$ cat config.mk
export PLATFORM = sky130hd
export DESIGN_NAME = mmio_top
export DESIGN_NICKNAME = d
export VERILOG_FILES = /design/src/source/mmio_pkg.sv /design/src/source/mmio_clint_if.sv /design/src/source/mmio_rtc.sv /design/src/source/mmio_clint.sv /design/src/source/mmio_access.sv /design/src/source/mmio_top.sv
export VERILOG_INCLUDE_DIRS = /design/src /design/src/include
export SDC_FILE = /design/constraint.sdc
export NUM_CORES = 1
export LEC_CHECK = 0
export BUFFER_PORTS_ARGS = -buffer_cell sky130_fd_sc_hd__buf_2
export CORE_MARGIN = 2
export CORE_UTILIZATION = 63
export DETAILED_ROUTE_END_ITERATION = 12
export GPL_ROUTABILITY_DRIVEN = 0
export PLACE_DENSITY = 0.86
export SYNTH_ARGS = -nofsm -noshare
export SYNTH_HDL_FRONTEND = slang
export SYNTH_HIERARCHICAL = 1
export SYNTH_SLANG_ARGS = --single-unit
$ cat constraint.sdc
create_clock -name clk -period 7.75 [get_ports clk]
set_input_delay 1.1625 -clock clk [delete_from_list [all_inputs] [get_ports clk]]
set_output_delay 1.1625 -clock clk [all_outputs]
set_load 0.02 [all_outputs]
$ cat src/include/mmio_config.svh
// MMIO device port parameters

`ifndef MMIO_CONFIG_SVH
`define MMIO_CONFIG_SVH

//////////////////////////////////////////////////
// data path
//////////////////////////////////////////////////

`define MMIO_DATA_W 64

//////////////////////////////////////////////////
// device map
//////////////////////////////////////////////////

`define MMIO_ADDR_RTC      64'h0000_0000_a000_0048
`define MMIO_ADDR_MTIME    64'h0000_0000_0200_bff8
`define MMIO_ADDR_MTIMECMP 64'h0000_0000_0200_4000

// clock cycles per rtc tick, short for simulation.
`define MMIO_RTC_DIV 16

// all ones keeps the timer interrupt low out of reset.
`define MMIO_MTIMECMP_RST {`MMIO_DATA_W{1'b1}}

`endif

$ cat src/source/mmio_pkg.sv
// MMIO shared types

`include "mmio_config.svh"

package mmio_pkg;

  //////////////////////////////////////////////////
  // data word
  //////////////////////////////////////////////////

  // one bus word, also used for addresses.
  typedef logic [`MMIO_DATA_W-1:0] word_t;

  //////////////////////////////////////////////////
  // decoded target
  //////////////////////////////////////////////////

  typedef enum logic [1:0] {
    DEV_NONE,     // unmapped, reads zero.
    DEV_RTC,      // read only.
    DEV_MTIME,
    DEV_MTIMECMP
  } dev_sel_e;

endpackage

$ cat src/source/mmio_clint_if.sv
// CLINT register link

`timescale 1ns/1ps

interface mmio_clint_if;

  logic            sel_mtime;    // decode levels.
  logic            sel_mtimecmp;
  logic            wr;           // one cycle write strobe.
  mmio_pkg::word_t wdata;
  mmio_pkg::word_t mtime;        // register values.
  mmio_pkg::word_t mtimecmp;

  // decode side, owns the select and write signals.
  modport access (
    output sel_mtime,
    output sel_mtimecmp,
    output wr,
    output wdata,
    input  mtime,
    input  mtimecmp
  );

  modport device (
    input  sel_mtime,
    input  sel_mtimecmp,
    input  wr,
    input  wdata,
    output mtime,
    output mtimecmp
  );

endinterface

$ cat src/source/mmio_rtc.sv
// Real-time clock counter

`timescale 1ns/1ps

`include "mmio_config.svh"

module mmio_rtc (
  input  logic            clk,
  input  logic            rst,
  output mmio_pkg::word_t o_count
);

  localparam int PRE_W = (`MMIO_RTC_DIV > 1) ? $clog2(`MMIO_RTC_DIV) : 1;
  localparam logic [PRE_W-1:0] PRE_LAST = PRE_W'(`MMIO_RTC_DIV - 1);

  logic [PRE_W-1:0] pre_q;
  logic             tick;
  mmio_pkg::word_t  count_q;

  //////////////////////////////////////////////////
  // prescaler
  //////////////////////////////////////////////////

  assign tick = (pre_q == PRE_LAST);  // last cycle of a period.

  always_ff @(posedge clk) begin
    if (rst) begin
      pre_q <= '0;
    end else if (tick) begin
      pre_q <= '0;
    end else begin
      pre_q <= pre_q + 1'b1;
    end
  end

  //////////////////////////////////////////////////
  // elapsed time
  //////////////////////////////////////////////////

  always_ff @(posedge clk) begin
    if (rst) begin
      count_q <= '0;
    end else if (tick) begin
      count_q <= count_q + 1'b1;  // one tick per wrap.
    end
  end

  assign o_count = count_q;

endmodule

$ cat src/source/mmio_clint.sv
// CLINT timer registers

`timescale 1ns/1ps

`include "mmio_config.svh"

module mmio_clint (
  input  logic                clk,
  input  logic                rst,
  mmio_clint_if.device        bus,
  output logic                o_mtime_overflow
);

  mmio_pkg::word_t mtime_q;
  mmio_pkg::word_t mtimecmp_q;
  logic            wr_mtime;
  logic            wr_mtimecmp;

  //////////////////////////////////////////////////
  // write enables
  //////////////////////////////////////////////////

  // target already decoded on the access side.
  assign wr_mtime    = bus.wr & bus.sel_mtime;
  assign wr_mtimecmp = bus.wr & bus.sel_mtimecmp;

  //////////////////////////////////////////////////
  // mtime
  //////////////////////////////////////////////////

  // free running, a write replaces the increment.
  always_ff @(posedge clk) begin
    if (rst) begin
      mtime_q <= '0;
    end else if (wr_mtime) begin
      mtime_q <= bus.wdata;
    end else begin
      mtime_q <= mtime_q + 1'b1;
    end
  end

  //////////////////////////////////////////////////
  // mtimecmp
  //////////////////////////////////////////////////

  always_ff @(posedge clk) begin
    if (rst) begin
      mtimecmp_q <= `MMIO_MTIMECMP_RST;
    end else if (wr_mtimecmp) begin
      mtimecmp_q <= bus.wdata;  // changes only on a write.
    end
  end

  //////////////////////////////////////////////////
  // read values and interrupt
  //////////////////////////////////////////////////

  assign bus.mtime    = mtime_q;
  assign bus.mtimecmp = mtimecmp_q;

  // unsigned compare, machine timer interrupt level.
  assign o_mtime_overflow = (mtime_q >= mtimecmp_q);

endmodule

$ cat src/source/mmio_access.sv
// MMIO access port

`timescale 1ns/1ps

`include "mmio_config.svh"

module mmio_access (
  input  logic            clk,
  input  logic            rst,
  input  logic            i_start,
  input  logic            i_ack,
  input  logic            i_ren,
  input  logic            i_wen,
  input  mmio_pkg::word_t i_addr,
  input  mmio_pkg::word_t i_wdata,
  output logic            o_req,
  output mmio_pkg::word_t o_rdata,
  output logic            o_mtime_overflow,
  mmio_clint_if.access    clint,
  mmio_clint_if.device    clint_dev
);

  mmio_pkg::dev_sel_e sel;
  mmio_pkg::word_t    rtc_count;
  mmio_pkg::word_t    sel_data;

  //////////////////////////////////////////////////
  // devices
  //////////////////////////////////////////////////

  mmio_rtc u_rtc (
    .clk     (clk),
    .rst     (rst),
    .o_count (rtc_count)
  );

  mmio_clint u_clint (
    .clk              (clk),
    .rst              (rst),
    .bus              (clint_dev),
    .o_mtime_overflow (o_mtime_overflow)
  );

  //////////////////////////////////////////////////
  // address decode
  //////////////////////////////////////////////////

  always_comb begin
    case (i_addr)
      `MMIO_ADDR_RTC:      sel = mmio_pkg::DEV_RTC;
      `MMIO_ADDR_MTIME:    sel = mmio_pkg::DEV_MTIME;
      `MMIO_ADDR_MTIMECMP: sel = mmio_pkg::DEV_MTIMECMP;
      default:             sel = mmio_pkg::DEV_NONE;
    endcase
  end

  assign clint.sel_mtime    = (sel == mmio_pkg::DEV_MTIME);
  assign clint.sel_mtimecmp = (sel == mmio_pkg::DEV_MTIMECMP);
  assign clint.wr           = i_start & i_wen;  // rtc and unmapped writes fall away.
  assign clint.wdata        = i_wdata;

  // values from before the edge, so read-with-write sees old data.
  always_comb begin
    case (sel)
      mmio_pkg::DEV_RTC:      sel_data = rtc_count;
      mmio_pkg::DEV_MTIME:    sel_data = clint.mtime;
      mmio_pkg::DEV_MTIMECMP: sel_data = clint.mtimecmp;
      default:                sel_data = '0;
    endcase
  end

  //////////////////////////////////////////////////
  // req flag and read capture
  //////////////////////////////////////////////////

  always_ff @(posedge clk) begin
    if (rst) begin
      o_req   <= 1'b0;
      o_rdata <= '0;
    end else if (i_start) begin
      o_req   <= 1'b1;  // start wins over ack.
      o_rdata <= i_ren ? sel_data : '0;
    end else if (i_ack) begin
      o_req   <= 1'b0;
      o_rdata <= '0;
    end
  end

endmodule

$ cat src/source/mmio_top.sv
// MMIO device port top

`timescale 1ns/1ps

module mmio_top (
  input  logic            clk,
  input  logic            rst,
  input  logic            i_start,
  input  logic            i_ack,
  input  logic            i_ren,
  input  logic            i_wen,
  input  mmio_pkg::word_t i_addr,
  input  mmio_pkg::word_t i_wdata,
  output logic            o_req,
  output mmio_pkg::word_t o_rdata,
  output logic            o_mtime_overflow
);

  //////////////////////////////////////////////////
  // clint link
  //////////////////////////////////////////////////

  mmio_clint_if clint_if ();

  //////////////////////////////////////////////////
  // access block
  //////////////////////////////////////////////////

  // both ends of the link enter here, the clint sits inside.
  mmio_access u_access (
    .clk              (clk),
    .rst              (rst),
    .i_start          (i_start),
    .i_ack            (i_ack),
    .i_ren            (i_ren),
    .i_wen            (i_wen),
    .i_addr           (i_addr),
    .i_wdata          (i_wdata),
    .o_req            (o_req),
    .o_rdata          (o_rdata),
    .o_mtime_overflow (o_mtime_overflow),
    .clint            (clint_if.access),
    .clint_dev        (clint_if.device)
  );

endmodule

-- Yosys cells after proc, flatten, opt, wreduce, memory -nomap -nowiden
Index checks and enable logic that the tools add are counted.
- register bits: 261
- latch bits: 0
- bits in writable memories: 0
- ROM bits: 0
- input port bits: 134
- output and inout bits: 66
- memories: 0
- add/sub/neg operators: 3
- $mul: 0
- div/mod/pow operators: 0
- magnitude comparators: 1
- equal/unequal tests: 7
- shift operators: 0
- mux-type cells: 8
- bitwise operators: 3
- reductions and logical operators: 2
- operators by type and width (operator ; number):
    $mux W64 ; 4
    $pmux W64 S3 ; 1
    $add A64 B1 Y64 const B ; 2
    $eq A64 B26 Y1 const B ; 2
    $eq A64 B32 Y1 const B ; 1
    $ge A64 B64 Y1 ; 1
    $pmux W2 S3 ; 1
    $add A4 B1 Y4 const B ; 1
    $eq A2 B2 Y1 const B ; 2
    $eq A4 B4 Y1 const B ; 1
    $and A1 B1 Y1 ; 3
    $eq A2 B1 Y1 const B ; 1
    $mux W1 ; 2
    $reduce_bool A2 Y1 ; 1
    $reduce_or A2 Y1 ; 1

-- Longest topological paths before layout
Gate-level depths: netlist of the first run.
- depth after elaboration: 6
- depth in mapped cells: 10
- gate-level depth less buffers: 8

-- Modules after synthesis
Netlist of the first run, hierarchy kept.
- modules (own cells, without submodules) (module ; times used ; cells an instance ; area each (um2) ; sequential area each (um2)):
    mmio_clint ; 1 ; 864 ; 7566.0 ; 2562.5
    mmio_access ; 1 ; 468 ; 4175.3 ; 1301.2
    mmio_rtc ; 1 ; 398 ; 3278.1 ; 1361.3

-- Worst setup path before layout of the first run
No wires, ideal clock.
- kind: input to register
- start point: in i_addr[1]
- end point: reg u_access.u_clint.mtime_q[41], in the netlist u_access/u_clint/bus.mtime[41]
- setup time: 0.139 ns
- arrival time: 3.266 ns
- data required time: 7.611 ns
- setup slack: 4.345 ns
- stages on the path: 10
- buffers on the path: 4
- cell sequence: nor4b_1 > nand3_1 > a21oi_1 > buf_4 > buf_2 > a21oi_1 > nand2_1 > clkbuf_1 > clkbuf_1 > a211oi_1
- longest elaborated chain between the ends: 5
- elaborated cells on any way between the ends: 7
- ends and longest elaborated chain (what ; line ; source):
    start, declared ; mmio_top.sv:12 ; input mmio_pkg::word_t i_addr,
    $eq A64 B26 Y1 / $eq A64 B32 Y1 (equally long branches) ; mmio_access.sv:49 ; case (i_addr)
    $pmux W2 S3 * ; mmio_access.sv:49 ;
    $eq A2 B2 Y1 * ; mmio_access.sv:57 ; assign clint.sel_mtime = (sel == mmio_pkg::DEV_MTIME);
    net clint_if.sel_mtime ; mmio_clint_if.sv:7 ; logic sel_mtime;
    $and A1 B1 Y1 * ; mmio_clint.sv:24 ; assign wr_mtime = bus.wr & bus.sel_mtime;
    $mux W64 * ; mmio_clint.sv:35 ; end else if (wr_mtime) begin
    end signal, assigned ; mmio_clint.sv:36 ; mtime_q <= bus.wdata;
    end signal, assigned ; mmio_clint.sv:38 ; mtime_q <= mtime_q + 1'b1;
    end, declared ; mmio_clint.sv:14 ; mmio_pkg::word_t mtime_q;
Mark *: on every way through the listed nets, which the timed path passes. The rest lies on a longest branch.
A chain may end at the register's enable or synchronous reset.

-- Worst setup path in the final report of the first run
- start point: reg u_access.u_clint.mtimecmp_q[38], in the netlist u_access/u_clint/bus.mtimecmp[38]
- end point: out o_mtime_overflow
- longest elaborated chain between the ends: 1
- ends and longest elaborated chain (what ; line ; source):
    start, declared ; mmio_clint.sv:15 ; mmio_pkg::word_t mtimecmp_q;
    start signal, assigned ; mmio_clint.sv:48 ; mtimecmp_q <= `MMIO_MTIMECMP_RST;
    start signal, assigned ; mmio_clint.sv:50 ; mtimecmp_q <= bus.wdata;
    $ge A64 B64 Y1 ; mmio_clint.sv:62 ; assign o_mtime_overflow = (mtime_q >= mtimecmp_q);
    end, declared ; mmio_top.sv:16 ; output logic o_mtime_overflow
Every way passes these cells.

==> flow_metrics.env, run 1 <==
export IMPL_first_pass_iters=5
export IMPL_grtUsageTotal=0.3340
export IMPL_p_int_w=0.002345
export IMPL_critPathCapture="o_mtime_overflow"
export IMPL_fp_coreArea_um2=23470
export IMPL_synth_seq_area_share=0.3479
export IMPL_seq_power_share=0.453
export IMPL_grt_pass1_wl_um=67060
export IMPL_antenna_found_initial=2
export IMPL_rsz0062_at_grt="false"
export IMPL_ys_types=64
export IMPL_grt_max_degree=95
export IMPL_final_layout_size_suffix_gt1_frac=0.1711
export IMPL_clk_path_buf_depth=3
export IMPL_drtIter0Drc=1577
export IMPL_worstHoldPathType="flop to flop"
export IMPL_syn_inst=1730
export IMPL_skew_ns=0.01278
export IMPL_finalSetupViolations=0
export IMPL_power_share_clock=0.515
export IMPL_die_area_um2=25090
export IMPL_tns_ns=0
export IMPL_fin_util=0.7112
export IMPL_synth_area_leaders="dfxtp_1 35%, ha_1 5.6%, nor2_1 4.8%, mux2i_1 4.4%, a311o_1 4.3%"
export IMPL_critPathArrivalTime_ns=3.34
export IMPL_cts_setup_buffers=0
export IMPL_ff2ff_setup_slack_ns=4.37
export IMPL_min_period_over_period=0.5808
export IMPL_clock_latency_ns=0.55
export IMPL_port_buffers=199
export IMPL_syn_to_final_growth_pct=11.15
export IMPL_maxSlewViolCount=0
export IMPL_slowest_delay_ns=0.63
export IMPL_synthFlopType="dfxtp_1"
export IMPL_grt_overflow=0
export IMPL_vias=13890
export IMPL_syn_num_nets=1931
export IMPL_rows=56
export IMPL_path_delay_family="simple AND/OR/NAND/NOR gates"
export IMPL_cts_root_buf="clkbuf_16"
export IMPL_wirelength_um=43320
export IMPL_cp_end_kind="output port"
export IMPL_htree_num_levels=1
export IMPL_startpoint_type="flop"
export IMPL_ir_drop_uv=191.3
export IMPL_drc_errors=0
export IMPL_ys_warn_count=6
export IMPL_cts_buffers=28
export IMPL_period_needed_ns=4.501
export IMPL_fin_nets=2003
export IMPL_tritoncts="built"
export IMPL_initial_utilization=0.6399
export IMPL_hpwl_um=28830
export IMPL_syn_area_per_cell_um2=8.682
export IMPL_synth_enable_flop_cells=0
export IMPL_via_per_inst=6.476
export IMPL_status="completed"
export IMPL_cts_sink_count=261
export IMPL_cp_data_required_time_ns=6.59
export IMPL_ys_ff_latch=261
export IMPL_hp_start="u_access/o_req$_SDFFE_PP0P_"
export IMPL_worst_slew_pin_slew_ns=1.260
export IMPL_combPwrFrac=0.032
export IMPL_swShare=0.2119
export IMPL_wl_per_cell_um=20.21
export IMPL_synth_area_um2=15020
export IMPL_netlist_area_leader_share=0.3479
export IMPL_die_h_um=158.4
export IMPL_synth_top_area_cell="dfxtp_1"
export IMPL_relSlewSlack=0.1600
export IMPL_async_reset_ff_frac=0
export IMPL_p_leak_nw=7.088
export IMPL_r2r_cells=5
export IMPL_timing_final_hold_violations=0
export IMPL_grt_pass1_vias=12930
export IMPL_crit_path_cell_trace="inv_1, ha_1, nand4_1, nor4_1, nand2_1, a31oi_1, a211oi_1, o21ai_0, buf_2"
export IMPL_ctsHoldBuffers=0
export IMPL_cts_resized=0
export IMPL_path_class="flop to output port"
export IMPL_die_w_um=158.4
export IMPL_cp_depth=9
export IMPL_crit_path_top_delay_cell="nor4_1"
export IMPL_p_sw_w=0.0006306
export IMPL_critPathLaunch="u_access/u_clint/bus.mtimecmp[38]$_SDFFE_PP1P_"
export IMPL_power_density_nw_per_um2=178.2
export IMPL_max_cap_viol_count=0
export IMPL_reg2reg_to="u_access/u_rtc/o_count[61]$_SDFFE_PP0P_"
export IMPL_antenna_left=0
export IMPL_cts_clk_slew_worst_paths_ns=0.06
export IMPL_fmax_mhz=222.2
export IMPL_critical_path_buf_inv_count=2
export IMPL_timing_rr_start="u_access/u_rtc/o_count[27]$_SDFFE_PP0P_"
export IMPL_num_io_pins=200
export IMPL_crit_path_max_fanout=4
worst min-delay path: cells and delay by family, from the launching register on:
kind	cells	cell delay, ns
flops	1	0.32
simple gates	1	0.07
compound gates	1	0.06
state kept, by name (all words and copies together) (netlist names):
register	flops
u_access/u_clint/bus.mtimecmp	64
u_access/o_rdata	64
u_access/u_rtc/pre_q	4
u_access/u_clint/bus.mtime	64
u_access/u_rtc/o_count	64
u_access/o_req	1
power groups by stage:
stage / Combinational, W / Clock, W / Sequential, W
detailed placement: 0.0000919 / 0 / 0.00138
floorplan: 0.0000604 / 0 / 0.00138
global route: 0.000102 / 0.00159 / 0.00135
global placement: 0.0000909 / 0 / 0.00138
finish: 0.0000948 / 0.00153 / 0.00135
CTS: 0.0000924 / 0.00154 / 0.00135
how the worst min path moves through the flow:
stage	slack [ns]	depth (start not counted)	to
after floorplan	0.45	1	u_access/u_rtc/pre_q[0]$_SDFF_PP0_
after CTS	0.49	2	u_access/o_req$_SDFFE_PP0P_
after detailed placement	0.47	2	u_access/o_req$_SDFFE_PP0P_
after global placement	0.47	1	u_access/u_clint/bus.mtimecmp[32]$_SDFFE_PP1P_
final	0.49	2	u_access/o_req$_SDFFE_PP0P_
after global routing	0.51	2	u_access/u_rtc/o_count[53]$_SDFFE_PP0P_
kinds of logic (layout without fill, tap and decap cells):
kind of cell / count (synthesis) / after routing / share of synthesized area
buffers and inverters: 256 / 350 / 0.08364
AOI/OAI and AO/OA: 322 / 322 / 0.1655
muxes: 70 / 70 / 0.04698
and+or+nand+nor: 672 / 672 / 0.2523
DFF: 261 / 261 / 0.3479
adders and majority gates: 67 / 67 / 0.05581
other: 0 / 1 / 0
xor gates and xnor gates: 82 / 82 / 0.04782
per-layer routing:
metal,global-route usage,routed length (um),vias to the layer above
li1,-,-,6385
met3,0.06070,4609,124
met4,0.1308,1616,0
met1,0.4417,17650,6566
met5,0,0,-
met2,0.5431,19440,810
Yosys cell counts (9+ instances only):
master	n
and3_1	78
nand3_1	41
nor3_2	11
nor3_1	16
a311oi_1	9
a21o_1	9
a211o_1	64
a311o_1	64
or4_1	22
o31ai_1	17
dfxtp_1	261
inv_1	88
xnor2_1	54
mux2i_1	66
ha_1	67
nor2_1	192
and2_1	69
a211oi_1	55
buf_4	66
o21ai_0	34
or3_1	24
xor2_1	28
nand4_1	54
nor4_1	37
nand2_1	78
buf_2	14
a21oi_1	58
clkbuf_1	83
cells in the final DEF (no fill, tap or decap), drive strengths merged, types with 6 or more instances in the layout:
| master | netlist | routed |
|---|---|---|
| a211o | 64 | 64 |
| a211oi | 56 | 56 |
| a21o | 9 | 9 |
| a21oi | 58 | 58 |
| a311o | 64 | 64 |
| a311oi | 9 | 9 |
| and2 | 70 | 70 |
| and3 | 78 | 78 |
| and4 | 7 | 7 |
| buf | 85 | 210 |
| bufinv | 0 | 6 |
| clkbuf | 83 | 41 |
| dfxtp | 261 | 261 |
| ha | 67 | 67 |
| inv | 88 | 88 |
| mux2i | 66 | 66 |
| nand2 | 79 | 79 |
| nand3 | 42 | 42 |
| nand4 | 62 | 62 |
| nor2 | 192 | 192 |
| nor3 | 29 | 29 |
| nor4 | 46 | 46 |
| o21ai | 34 | 34 |
| o31ai | 17 | 17 |
| or3 | 24 | 24 |
| or4 | 22 | 22 |
| xnor2 | 54 | 54 |
| xor2 | 28 | 28 |
layout make-up:
| type | instances | area, um2 |
|---|---|---|
| multi-input cells | 1213 | 8581 |
| fillers | 1738 | 6779 |
| flip-flops and latches | 261 | 5225 |
| repair buffers | 210 | 1085 |
| clock buffers | 41 | 860.8 |
| well taps | 319 | 399.1 |
| inverters | 88 | 330.3 |
| clock inverters | 11 | 210.2 |
| diodes | 1 | 2.502 |
through the flow:
step,setup slack (ns),hold slack (ns),cells,area (um2),total power [W]
3_5_place_dp,2.824,0.4736,2091,15620,0.001470
3_3_place_gp,2.996,0.4659,2091,15620,0.001469
5_1_grt,3.147,0.5140,2144,16690,0.003040
6_report,3.249,0.4856,2144,16690,0.002975
4_1_cts,3.408,0.4880,2143,16690,0.002980
2_1_floorplan,4.345,0.4488,1730,15020,0.001438
No activity file was read; power rests on OpenSTA's default activity.
==> run 2, diff against run 1 <==
- CORE_UTILIZATION: 63 -> 53
- PLACE_DENSITY: 0.86 -> 0.77
- clock period: 7.75 -> 3.9 ns (I/O delays scaled with it)
==> flow_metrics.env, run 2 (same netlist as run 1, synthesis figures left out) <==
export IMPL_routed_top_layer="met4"
export IMPL_grtUsageTotal=0.2825
export IMPL_fin_nets=2009
export IMPL_initial_utilization=0.5391
export IMPL_crit_path_cell_trace="inv_1, ha_1, nand4_1, nor4_2, nand2_1, a31oi_1, a211oi_1, o21ai_1, buf_2"
export IMPL_skew_ns=0.02220
export IMPL_grt_overflow=0
export IMPL_status="completed"
export IMPL_grt_pass1_wl_um=67020
export IMPL_grt_max_degree=204
export IMPL_cts_root_buf="clkbuf_16"
export IMPL_relSlewSlack=0.3025
export IMPL_num_io_pins=200
export IMPL_wirelength_um=43580
export IMPL_die_area_um2=29700
export IMPL_grt_pass1_vias=12730
export IMPL_met3_length_um=3885
export IMPL_ir_drop_uv=280.3
export IMPL_worst_slew_pin_slew_ns=1.046
export IMPL_fp_coreArea_um2=27860
export IMPL_drc_errors=0
export IMPL_final_layout_size_suffix_gt1_frac=0.1754
export IMPL_p_leak_nw=7.105
export IMPL_fmax_mhz=269.0
export IMPL_p_total_w=0.005807
export IMPL_syn_to_final_growth_pct=11.99
export IMPL_cts_setup_buffers=0
export IMPL_drt_met1_wl_um=18770
export IMPL_maxSlewViolCount=0
export IMPL_cts_sink_count=261
export IMPL_final_cell_mix="261 x dfxtp_1, 198 x buf_2, 190 x nor2_1"
export IMPL_die_w_um=172.3
export IMPL_ctsHoldBuffers=0
export IMPL_crit_path_top_delay_cell="nor4_2"
export IMPL_period_needed_ns=3.717
export IMPL_rows=61
export IMPL_cts_buffers=28
export IMPL_tritoncts="built"
export IMPL_regArea_um2=5225
export IMPL_drtIter0Drc=1382
export IMPL_final_area_um2=16820
export IMPL_multi_input_area_um2=8587
export IMPL_antenna_found_initial=2
export IMPL_max_cap_viol_count=0
export IMPL_ff2ff_setup_slack_ns=0.88
export IMPL_fillers=2401
export IMPL_path_class="flop to output port"
export IMPL_dr_wl_met2_um=19460
export IMPL_critical_path_buf_inv_count=2
export IMPL_startpoint_type="flop"
export IMPL_placed_area_um2=15780
export IMPL_tns_ns=0
export IMPL_worstHoldPathType="input port to flop"
export IMPL_die_h_um=172.3
export IMPL_wl_per_cell_um=19.73
export IMPL_timing_final_hold_violations=0
export IMPL_min_period_over_period=0.9532
export IMPL_via_per_inst=6.196
export IMPL_slowest_delay_ns=0.50
export IMPL_cts_resized=1
export IMPL_power_density_nw_per_um2=345.3
export IMPL_clk_path_buf_depth=3
export IMPL_crit_path_max_fanout=4
export IMPL_cts_clk_slew_worst_paths_ns=0.06
export IMPL_cp_data_required_time_ns=3.31
export IMPL_vias=13690
export IMPL_critPathArrivalTime_ns=3.13
export IMPL_port_buffers=199
export IMPL_hpwl_um=29880
export IMPL_layout_commonest_cell="dfxtp_1"
export IMPL_rsz0062_at_grt="false"
export IMPL_antenna_left=0
export IMPL_clock_latency_ns=0.55
export IMPL_cp_end_kind="output port"
export IMPL_first_pass_iters=6
export IMPL_finalSetupViolations=0
export IMPL_path_delay_family="simple AND/OR/NAND/NOR gates"
export IMPL_htree_num_levels=1
export IMPL_timing_hold_ws_ns=0.3077
## run 2: cell types whose count changed in the layout (fill, tap and decap cells not counted), sizes merged
cell	change
clkinv	+3
clkinvlp	+3
clkbuf	-6
bufinv	-1
inv	+1
buf	+6
## run 2: area by class of cell
type	instances	share of cell area
Antenna cell	1	0.0001488
Clock buffer	35	0.04746
Clock inverter	17	0.01406
Inverter	88	0.01964
Multi-Input combinational cell	1213	0.5105
Sequential cell	261	0.3106
Tap cell	378	0.02812
Timing Repair Buffer	216	0.06940
## run 2: layer usage
layer  global-route usage  vias up
met5                    0        -
li1                     -     6400
met4               0.1023        0
met2               0.4541      635
met3              0.04829      106
met1               0.3812     6545
## run 2: tightest hold or removal path, stage by stage
cell and delay, ns:
buf_2 0.08, mux2i_1 0.06, nor2_1 0.09
## run 2: final timing paths
path / from / endpoint / depth (start not counted)
worst min register to register: u_access/u_clint/bus.mtimecmp[18]$_SDFFE_PP1P_ / u_access/u_clint/bus.mtimecmp[18]$_SDFFE_PP1P_ / 1
worst min-delay path: i_wdata[1] / u_access/u_clint/bus.mtime[1]$_SDFF_PP0_ / 3
worst max register to register: u_access/u_rtc/o_count[41]$_SDFFE_PP0P_ / u_access/u_rtc/o_count[63]$_SDFFE_PP0P_ / 5
worst max-delay path: u_access/u_clint/bus.mtimecmp[37]$_SDFFE_PP1P_ / o_mtime_overflow / 9
## run 2: where the power goes
group,internal (W),total (W),switching [W]
combinational,0.0000695,0.000187,0.000118
clock,0.00179,0.00294,0.00115
sequential,0.00267,0.00268,0.00000796
## run 2: through the flow
stage / setup WS, ns / utilization / instances
global route: 0.1138 / 0.6037 / 2208
floorplan: 1.073 / - / 1730
detailed placement: 0.5645 / 0.5663 / 2156
finish: 0.1826 / 0.6038 / 2209
CTS: 0.1345 / 0.6037 / 2208
global placement: 0.5686 / 0.5663 / 2156
